`config.mk`:
```
export PLATFORM = sky130hd
export DESIGN_NAME = elasticLinkTop
export DESIGN_NICKNAME = d
export VERILOG_FILES = /design/src/source/linkPkg.sv /design/src/source/creditLinkIf.sv /design/src/source/creditCounter.sv /design/src/source/linkSender.sv /design/src/source/elasticFifo.sv /design/src/source/elasticFifoDataless.sv /design/src/source/linkReceiver.sv /design/src/source/elasticLinkTop.sv
export VERILOG_INCLUDE_DIRS = /design/src /design/src/source
export SDC_FILE = /design/constraint.sdc
export NUM_CORES = 1
export LEC_CHECK = 0
export BUFFER_PORTS_ARGS = -buffer_cell sky130_fd_sc_hd__buf_2
export CORE_MARGIN = 5
export CORE_UTILIZATION = 44
export CTS_CLUSTER_DIAMETER = 80
export DETAILED_ROUTE_END_ITERATION = 12
export PLACE_DENSITY = 0.73
export SYNTH_ARGS = -nofsm -noshare
export SYNTH_HDL_FRONTEND = slang
export SYNTH_SLANG_ARGS = --single-unit
```
`constraint.sdc`:
```
create_clock -name clk -period 3.1 [get_ports clk]
set_input_delay 0.31 -clock clk [delete_from_list [all_inputs] [get_ports clk]]
set_output_delay 0.31 -clock clk [all_outputs]
set_load 0.05 [all_outputs]
```
`src/source/link_defs.svh`:
```
`ifndef LINK_DEFS_SVH
`define LINK_DEFS_SVH

// Width of one token value on the link
`define LINK_DATA_W 16

// Receiver FIFO depths, which are also the sender's starting credits
`define DATA_FIFO_DEPTH 4
`define MARK_FIFO_DEPTH 2

`endif

```
`src/source/linkPkg.sv`:
```
`include "link_defs.svh"

package linkPkg;

  // One data token as it travels over the link
  typedef struct packed {
    logic [`LINK_DATA_W-1:0] value;
    logic                    last;
  } dataToken_t;

  // Sender FSM states
  // EndMark waits for a mark credit after a token with last set
  typedef enum logic {
    Data,
    EndMark
  } senderState_t;

endpackage

```
`src/source/creditLinkIf.sv`:
```
`timescale 1ns/10ps

interface creditLinkIf;

  // Forward direction, one pulse per token
  logic                dataValid;
  linkPkg::dataToken_t dataToken;
  logic                markValid;

  // Return direction, one pulse per freed slot
  logic dataCredit;
  logic markCredit;

  modport sender (
    output dataValid,
    output dataToken,
    output markValid,
    input  dataCredit,
    input  markCredit
  );

  modport receiver (
    input  dataValid,
    input  dataToken,
    input  markValid,
    output dataCredit,
    output markCredit
  );

endinterface

```
`src/source/creditCounter.sv`:
```
`timescale 1ns/10ps

module creditCounter #(
  parameter int DEPTH = 4
) (
  input  logic clk,
  input  logic rst,
  input  logic spend,
  input  logic refund,
  output logic available
);

  localparam int CntW = $clog2(DEPTH + 1);

  logic [CntW-1:0] count;

  // Starts full since the far FIFO is empty after reset
  always_ff @(posedge clk or posedge rst) begin
    if (rst) begin
      count <= CntW'(DEPTH);
    end else begin
      case ({spend, refund})
        2'b10: count <= count - 1'b1;
        2'b01: count <= count + 1'b1;
        // Spend and refund together cancel out
        default: count <= count;
      endcase
    end
  end

  assign available = (count != '0);

  // Spending with no credit means the far FIFO could overflow
  noUnderflow: assert property (
    @(posedge clk) disable iff (rst)
    spend |-> available
  ) else $error("creditCounter spent a credit it did not hold");

  // More refunds than spends means the receiver returned a slot twice
  noExcess: assert property (
    @(posedge clk) disable iff (rst)
    count <= CntW'(DEPTH)
  ) else $error("creditCounter count %0d above depth %0d", count, DEPTH);

endmodule

```
`src/source/linkSender.sv`:
```
`timescale 1ns/10ps
`include "link_defs.svh"

module linkSender (
  input  logic                    clk,
  input  logic                    rst,
  input  logic                    inValid,
  output logic                    inReady,
  input  logic [`LINK_DATA_W-1:0] inData,
  input  logic                    inLast,
  creditLinkIf.sender             link
);

  linkPkg::senderState_t state;
  linkPkg::dataToken_t   tokenQ;
  logic                  dataValidQ;
  logic                  dataAvail;
  logic                  markAvail;
  logic                  accept;
  logic                  markSend;

  creditCounter #(
    .DEPTH(`DATA_FIFO_DEPTH)
  ) dataCredits (
    .clk(clk),
    .rst(rst),
    .spend(accept),
    .refund(link.dataCredit),
    .available(dataAvail)
  );

  creditCounter #(
    .DEPTH(`MARK_FIFO_DEPTH)
  ) markCredits (
    .clk(clk),
    .rst(rst),
    .spend(markSend),
    .refund(link.markCredit),
    .available(markAvail)
  );

  // Input is only taken in Data and only with a free data slot
  assign inReady  = (state == linkPkg::Data) && dataAvail;
  assign accept   = inValid && inReady;

  // Mark goes out in the EndMark cycle that holds a mark credit
  assign markSend = (state == linkPkg::EndMark) && markAvail;

  always_ff @(posedge clk or posedge rst) begin
    if (rst) begin
      state <= linkPkg::Data;
    end else begin
      case (state)
        linkPkg::Data: begin
          if (accept && inLast) begin
            state <= linkPkg::EndMark;
          end
        end
        linkPkg::EndMark: begin
          if (markAvail) begin
            state <= linkPkg::Data;
          end
        end
        default: state <= linkPkg::Data;
      endcase
    end
  end

  always_ff @(posedge clk or posedge rst) begin
    if (rst) begin
      dataValidQ <= 1'b0;
    end else begin
      dataValidQ <= accept;
    end
  end

  // Token payload is captured on accept
  always_ff @(posedge clk) begin
    if (accept) begin
      tokenQ.value <= inData;
      tokenQ.last  <= inLast;
    end
  end

  assign link.dataValid = dataValidQ;
  assign link.dataToken = tokenQ;
  assign link.markValid = markSend;

endmodule

```
`src/source/elasticFifo.sv`:
```
`timescale 1ns/10ps

module elasticFifo #(
  parameter int SIZE = 4
) (
  input  logic                clk,
  input  logic                rst,
  input  logic                insValid,
  input  linkPkg::dataToken_t insData,
  output logic                insReady,
  output logic                outsValid,
  output linkPkg::dataToken_t outsData,
  input  logic                outsReady
);

  localparam int PtrW = (SIZE > 1) ? $clog2(SIZE) : 1;

  linkPkg::dataToken_t mem [SIZE];
  logic [PtrW-1:0]     head;
  logic [PtrW-1:0]     tail;
  logic [PtrW-1:0]     headNext;
  logic [PtrW-1:0]     tailNext;
  logic                full;
  logic                empty;
  logic                writeEn;
  logic                readEn;

  // A full FIFO still takes a write when the head leaves this cycle
  assign insReady  = !full || outsReady;
  assign writeEn   = insValid && insReady;
  assign readEn    = outsReady && !empty;
  assign outsValid = !empty;
  assign outsData  = mem[head];

  // Pointer wrap works for any SIZE, not only powers of two
  assign headNext = (head == PtrW'(SIZE - 1)) ? '0 : head + 1'b1;
  assign tailNext = (tail == PtrW'(SIZE - 1)) ? '0 : tail + 1'b1;

  always_ff @(posedge clk) begin
    if (writeEn) begin
      mem[tail] <= insData;
    end
  end

  always_ff @(posedge clk or posedge rst) begin
    if (rst) begin
      head  <= '0;
      tail  <= '0;
      full  <= 1'b0;
      empty <= 1'b1;
    end else begin
      if (writeEn) begin
        tail <= tailNext;
      end
      if (readEn) begin
        head <= headNext;
      end
      // Flags only move when occupancy changes
      if (writeEn && !readEn) begin
        empty <= 1'b0;
        if (tailNext == head) begin
          full <= 1'b1;
        end
      end else if (readEn && !writeEn) begin
        full <= 1'b0;
        if (headNext == tail) begin
          empty <= 1'b1;
        end
      end
    end
  end

  noOverflow: assert property (
    @(posedge clk) disable iff (rst)
    insValid |-> insReady
  ) else $error("elasticFifo write while full");

endmodule

```
`src/source/elasticFifoDataless.sv`:
```
`timescale 1ns/10ps

module elasticFifoDataless #(
  parameter int SIZE = 2
) (
  input  logic clk,
  input  logic rst,
  input  logic insValid,
  output logic insReady,
  output logic outsValid,
  input  logic outsReady
);

  localparam int PtrW = (SIZE > 1) ? $clog2(SIZE) : 1;

  logic [PtrW-1:0] head;
  logic [PtrW-1:0] tail;
  logic [PtrW-1:0] headNext;
  logic [PtrW-1:0] tailNext;
  logic            full;
  logic            empty;
  logic            writeEn;
  logic            readEn;

  // Only occupancy is tracked, the tokens carry no payload
  assign insReady  = !full || outsReady;
  assign writeEn   = insValid && insReady;
  assign readEn    = outsReady && !empty;
  assign outsValid = !empty;

  assign headNext = (head == PtrW'(SIZE - 1)) ? '0 : head + 1'b1;
  assign tailNext = (tail == PtrW'(SIZE - 1)) ? '0 : tail + 1'b1;

  always_ff @(posedge clk or posedge rst) begin
    if (rst) begin
      head  <= '0;
      tail  <= '0;
      full  <= 1'b0;
      empty <= 1'b1;
    end else begin
      if (writeEn) begin
        tail <= tailNext;
      end
      if (readEn) begin
        head <= headNext;
      end
      if (writeEn && !readEn) begin
        empty <= 1'b0;
        // Tail catching up with head means every slot is taken
        if (tailNext == head) begin
          full <= 1'b1;
        end
      end else if (readEn && !writeEn) begin
        full <= 1'b0;
        if (headNext == tail) begin
          empty <= 1'b1;
        end
      end
    end
  end

  noOverflow: assert property (
    @(posedge clk) disable iff (rst)
    insValid |-> insReady
  ) else $error("elasticFifoDataless write while full");

endmodule

```
`src/source/linkReceiver.sv`:
```
`timescale 1ns/10ps
`include "link_defs.svh"

module linkReceiver (
  input  logic                    clk,
  input  logic                    rst,
  creditLinkIf.receiver           link,
  output logic                    outValid,
  input  logic                    outReady,
  output logic [`LINK_DATA_W-1:0] outData,
  output logic                    markValid,
  input  logic                    markReady
);

  linkPkg::dataToken_t headToken;

  elasticFifo #(
    .SIZE(`DATA_FIFO_DEPTH)
  ) dataFifo (
    .clk(clk),
    .rst(rst),
    .insValid(link.dataValid),
    .insData(link.dataToken),
    .insReady(),
    .outsValid(outValid),
    .outsData(headToken),
    .outsReady(outReady)
  );

  elasticFifoDataless #(
    .SIZE(`MARK_FIFO_DEPTH)
  ) markFifo (
    .clk(clk),
    .rst(rst),
    .insValid(link.markValid),
    .insReady(),
    .outsValid(markValid),
    .outsReady(markReady)
  );

  // Last is only needed on the link, marks carry the packet end downstream
  assign outData = headToken.value;

  // One credit back per pop, sent on the cycle after it
  always_ff @(posedge clk or posedge rst) begin
    if (rst) begin
      link.dataCredit <= 1'b0;
      link.markCredit <= 1'b0;
    end else begin
      link.dataCredit <= outValid && outReady;
      link.markCredit <= markValid && markReady;
    end
  end

endmodule

```
`src/source/elasticLinkTop.sv`:
```
`timescale 1ns/10ps
`include "link_defs.svh"

module elasticLinkTop (
  input  logic                    clk,
  input  logic                    rst,
  input  logic                    inValid,
  output logic                    inReady,
  input  logic [`LINK_DATA_W-1:0] inData,
  input  logic                    inLast,
  output logic                    outValid,
  input  logic                    outReady,
  output logic [`LINK_DATA_W-1:0] outData,
  output logic                    markValid,
  input  logic                    markReady
);

  creditLinkIf link ();

  linkSender sender (
    .clk(clk),
    .rst(rst),
    .inValid(inValid),
    .inReady(inReady),
    .inData(inData),
    .inLast(inLast),
    .link(link.sender)
  );

  linkReceiver receiver (
    .clk(clk),
    .rst(rst),
    .link(link.receiver),
    .outValid(outValid),
    .outReady(outReady),
    .outData(outData),
    .markValid(markValid),
    .markReady(markReady)
  );

endmodule

```
==> summary by stage <==
Placement
In this run the tool buffered the top-level ports with 40 buffer cells. The post-placement setup slack is between 0.9 and 1 ns. The cell count after placement is 337. The post-detailed-placement cell area is 4150 µm².

Once detailed placement completed, the half-perimeter wirelength came to 3900 µm. The weighted congestion reported at the end of routability-driven placement is 0.719.

Power
The highest ir drop seen on vdd is roughly 570 µV. Summed over all cells, the static leakage comes to 1.63 nW. After layout, the design draws a total of approximately 4.5 mW. In this run the power density over the cells is 1030 nW/µm².

Die
The die span in y is between 100 and 150 µm. The die covers around 11000 µm². The row count is 34. The core area is around 8600 µm². The effective utilization at floorplan is about 45%. between 40 and 50 I/O pins were placed. The overall die width is 103 µm.

Setup path
At the worst endpoint, the required time is 2.79 ns. The endpoint type of the worst setup path is a primary output. The worst reg-to-reg path cell count is 9. The worst reg-to-reg setup slack is 1.15 ns. Along the worst path, the maximum fanout reaches 11. The worst setup path is launched from a flip-flop.

The kind of critical path is flip-flop to primary output. Data arrives at the worst endpoint at 2.21 ns.

Timing
Setup repair after global routing left no endpoint under its margin. Based on the critical path, the design can be clocked at up to about 400 MHz. At the pin with the least slew margin, the transition time is about 0.9 ns.

The final critical path takes up about four fifths of the cycle. The smallest hold slack is 0.0578 ns. The max-slew violation count is 0. Setup violations remaining at the end of the flow were counted as 0.

The sum of negative setup slack is 0 ns. The worst clock skew is about 0.0052 ns. Measured against its own limit, the worst slew margin works out to 40.0%. The time the final worst path needs with I/O delays and setup is ~2.5 ns. The final number of hold-violating endpoints came to 0. The slack of the critical path is 0.578 ns.

Clock tree
The count of hold buffers inserted by post-cts repair is 0. In this run, CTS created clock tree buffers numbering 9. The post-cts gate resize count is 0. The later pin in the worst-skew pair is clocked with a latency of between 0.3 and 0.4 ns. The clock tree synthesis step divided the H-tree into 3 levels. The tree is rooted in a sky130_fd_sc_hd__clkbuf_8.

Counting every sink on the clock net gives 99. The clock passes through at most 2 buffers. The clock transition at the register clock pins on the worst setup and hold paths after CTS is 0.09 ns.

TritonCTS built the clock tree. In this run the post-CTS setup repair buffer count came out at 0.

Routing
The remaining antenna violation count is 0. The total iterations of the first detailed-routing run is 4. Summing over every cut layer, the via total after detailed routing is 1739. The average vias per placed instance is 4.93. The post-route DRC violation count is 0.

The iteration-0 DRC count of the detailed router is 83. In the final routed layout, each cell accounts on average for 16.8 µm. The routed design has 5940 µm of wire.

Cells and area
The post-route cell area is 4340 µm². The number of nets at the end of the flow is about 270. The area added between synthesis and finish is 12.8%. 0 antenna diodes ended up in the layout. The finished layout holds about 350 standard cells, fillers aside.

The final core utilization is approximately 50%. Leaving out fill and tap cells, the most frequent cells in the layout are sky130_fd_sc_hd__edfxtp_1, sky130_fd_sc_hd__buf_2, sky130_fd_sc_hd__inv_1. Leaving out fill and tap cells, the most frequent cell in the layout is sky130_fd_sc_hd__edfxtp_1. The post-route netlist has a little under a third of its cells at a drive strength greater than 1.

Synthesis
The number of synthesized register bits is 99. The sequential element share of the synthesized area is 75.0%. The Yosys warning count is 0. The synthesized netlist net count is between 200 and 250. The mean post-synth cell area is between 20 and 25 µm². After technology mapping, the gate count stands at between 150 and 200. The synthesized netlist contains 24 unique library cells. After synthesis the cells add up to 3840 µm².

GRT
The number of antenna violations at the first check in global routing came to 0. The remaining global-route overflow is 0. The number of global-route vias before repair was 1859. The global-route wire length before repair is around 9500 µm.

Global routing consumed, over all layers together, 12.5% of the routing resources. The pin count of the biggest net entering global routing is 20.

Outcome
The run finished with clean final reports.

Run
Max-cap violations in this run came to 0.

Hold path
The path class of the lowest-slack min-delay path is input pin to async pin.
-- worst paths after layout --
check | end | start
hold reg to reg | receiver.markFifo.tail | receiver.markFifo.tail
min in group clk | sender.link.dataToken[1] | inData[0]
hold / removal | receiver.markFifo.head | rst
max in group asynchronous | receiver.link.markCredit | rst
setup reg to reg | sender.dataCredits.count[2] | sender.dataCredits.count[1]
setup / recovery | outData[1] | receiver.dataFifo.head[0]
-- cell families (layout without fill, tap and decap cells) --
kind of cell | Yosys count | count (layout) | synth area share, %
mux | 21 | 21 | 11.7
simple gates | 15 | 15 | 1.82
buf+inv | 20 | 74 | 2.64
compound gates | 12 | 12 | 1.99
fa+ha+maj | 12 | 12 | 4.10
flops | 99 | 99 | 75.0
xor+xnor | 12 | 12 | 2.73
-- area by class of cell --
class	instances	area, µm²
well taps	108	135
multi-input cells	72	860
repair buffers	42	215
flip-flops and latches	99	2880
fillers	720	4300
inverters	16	60.1
clock inverters	7	58.8
clock buffers	9	124
-- critical path, cell delays in order, from the launching register on --
cell,delay (ns)
sky130_fd_sc_hd__dfrtp_1,0.70
sky130_fd_sc_hd__buf_4,0.31
sky130_fd_sc_hd__mux4_1,0.60
sky130_fd_sc_hd__buf_2,0.23
-- flip-flops by register name (all words and copies together), names as in the netlist --
signal / count
receiver.link.markCredit: 1
receiver.dataFifo.mem: 64
receiver.markFifo.empty: 1
receiver.link.dataCredit: 1
receiver.dataFifo.tail: 2
sender.markCredits.count: 2
receiver.dataFifo.full: 1
receiver.dataFifo.empty: 1
receiver.markFifo.full: 1
sender.state: 1
receiver.markFifo.tail: 1
receiver.markFifo.head: 1
sender.dataCredits.count: 3
sender.link.dataValid: 1
receiver.dataFifo.head: 2
sender.link.dataToken: 16
-- power breakdown --
group	internal [mW]	total, mW	leakage [nW]	switching (mW)
sequential	1.85	2.09	0.960	0.242
combinational	0.574	1.61	0.578	1.04
clock	0.304	0.758	0.0921	0.454
-- synth_stat cells --
cell | instances | share of area [%]
sky130_fd_sc_hd__buf_6 | 1 | 0.29
sky130_fd_sc_hd__a21boi_2 | 1 | 0.29
sky130_fd_sc_hd__ha_1 | 11 | 3.6
sky130_fd_sc_hd__nand2_1 | 2 | 0.20
sky130_fd_sc_hd__buf_12 | 1 | 0.52
sky130_fd_sc_hd__a21oi_1 | 3 | 0.39
sky130_fd_sc_hd__dfrtp_1 | 15 | 9.8
sky130_fd_sc_hd__a31oi_1 | 2 | 0.33
sky130_fd_sc_hd__edfxtp_1 | 80 | 62
sky130_fd_sc_hd__nor3_1 | 1 | 0.13
sky130_fd_sc_hd__mux2_2 | 5 | 1.5
sky130_fd_sc_hd__xor2_1 | 6 | 1.4
sky130_fd_sc_hd__and2_1 | 5 | 0.81
sky130_fd_sc_hd__o21a_1 | 1 | 0.20
sky130_fd_sc_hd__fa_1 | 1 | 0.52
sky130_fd_sc_hd__buf_2 | 2 | 0.26
sky130_fd_sc_hd__xnor2_1 | 6 | 1.4
sky130_fd_sc_hd__dfstp_2 | 4 | 2.7
sky130_fd_sc_hd__o21ai_0 | 4 | 0.52
sky130_fd_sc_hd__inv_1 | 16 | 1.6
sky130_fd_sc_hd__mux4_2 | 7 | 4.1
sky130_fd_sc_hd__mux4_1 | 9 | 6.2
sky130_fd_sc_hd__nor2_1 | 7 | 0.68
sky130_fd_sc_hd__a32o_1 | 1 | 0.26
-- per-layer routing --
metal / track usage (%) / up-vias / wire length (µm)
li1: - / 825 / -
met2: 20.2 / 42 / 2970
met4: 5.08 / 0 / 102
met3: 3.62 / 11 / 348
met1: 15.8 / 861 / 2520
met5: 0 / - / 0
Note: power is estimated with default switching activity, not from simulation.
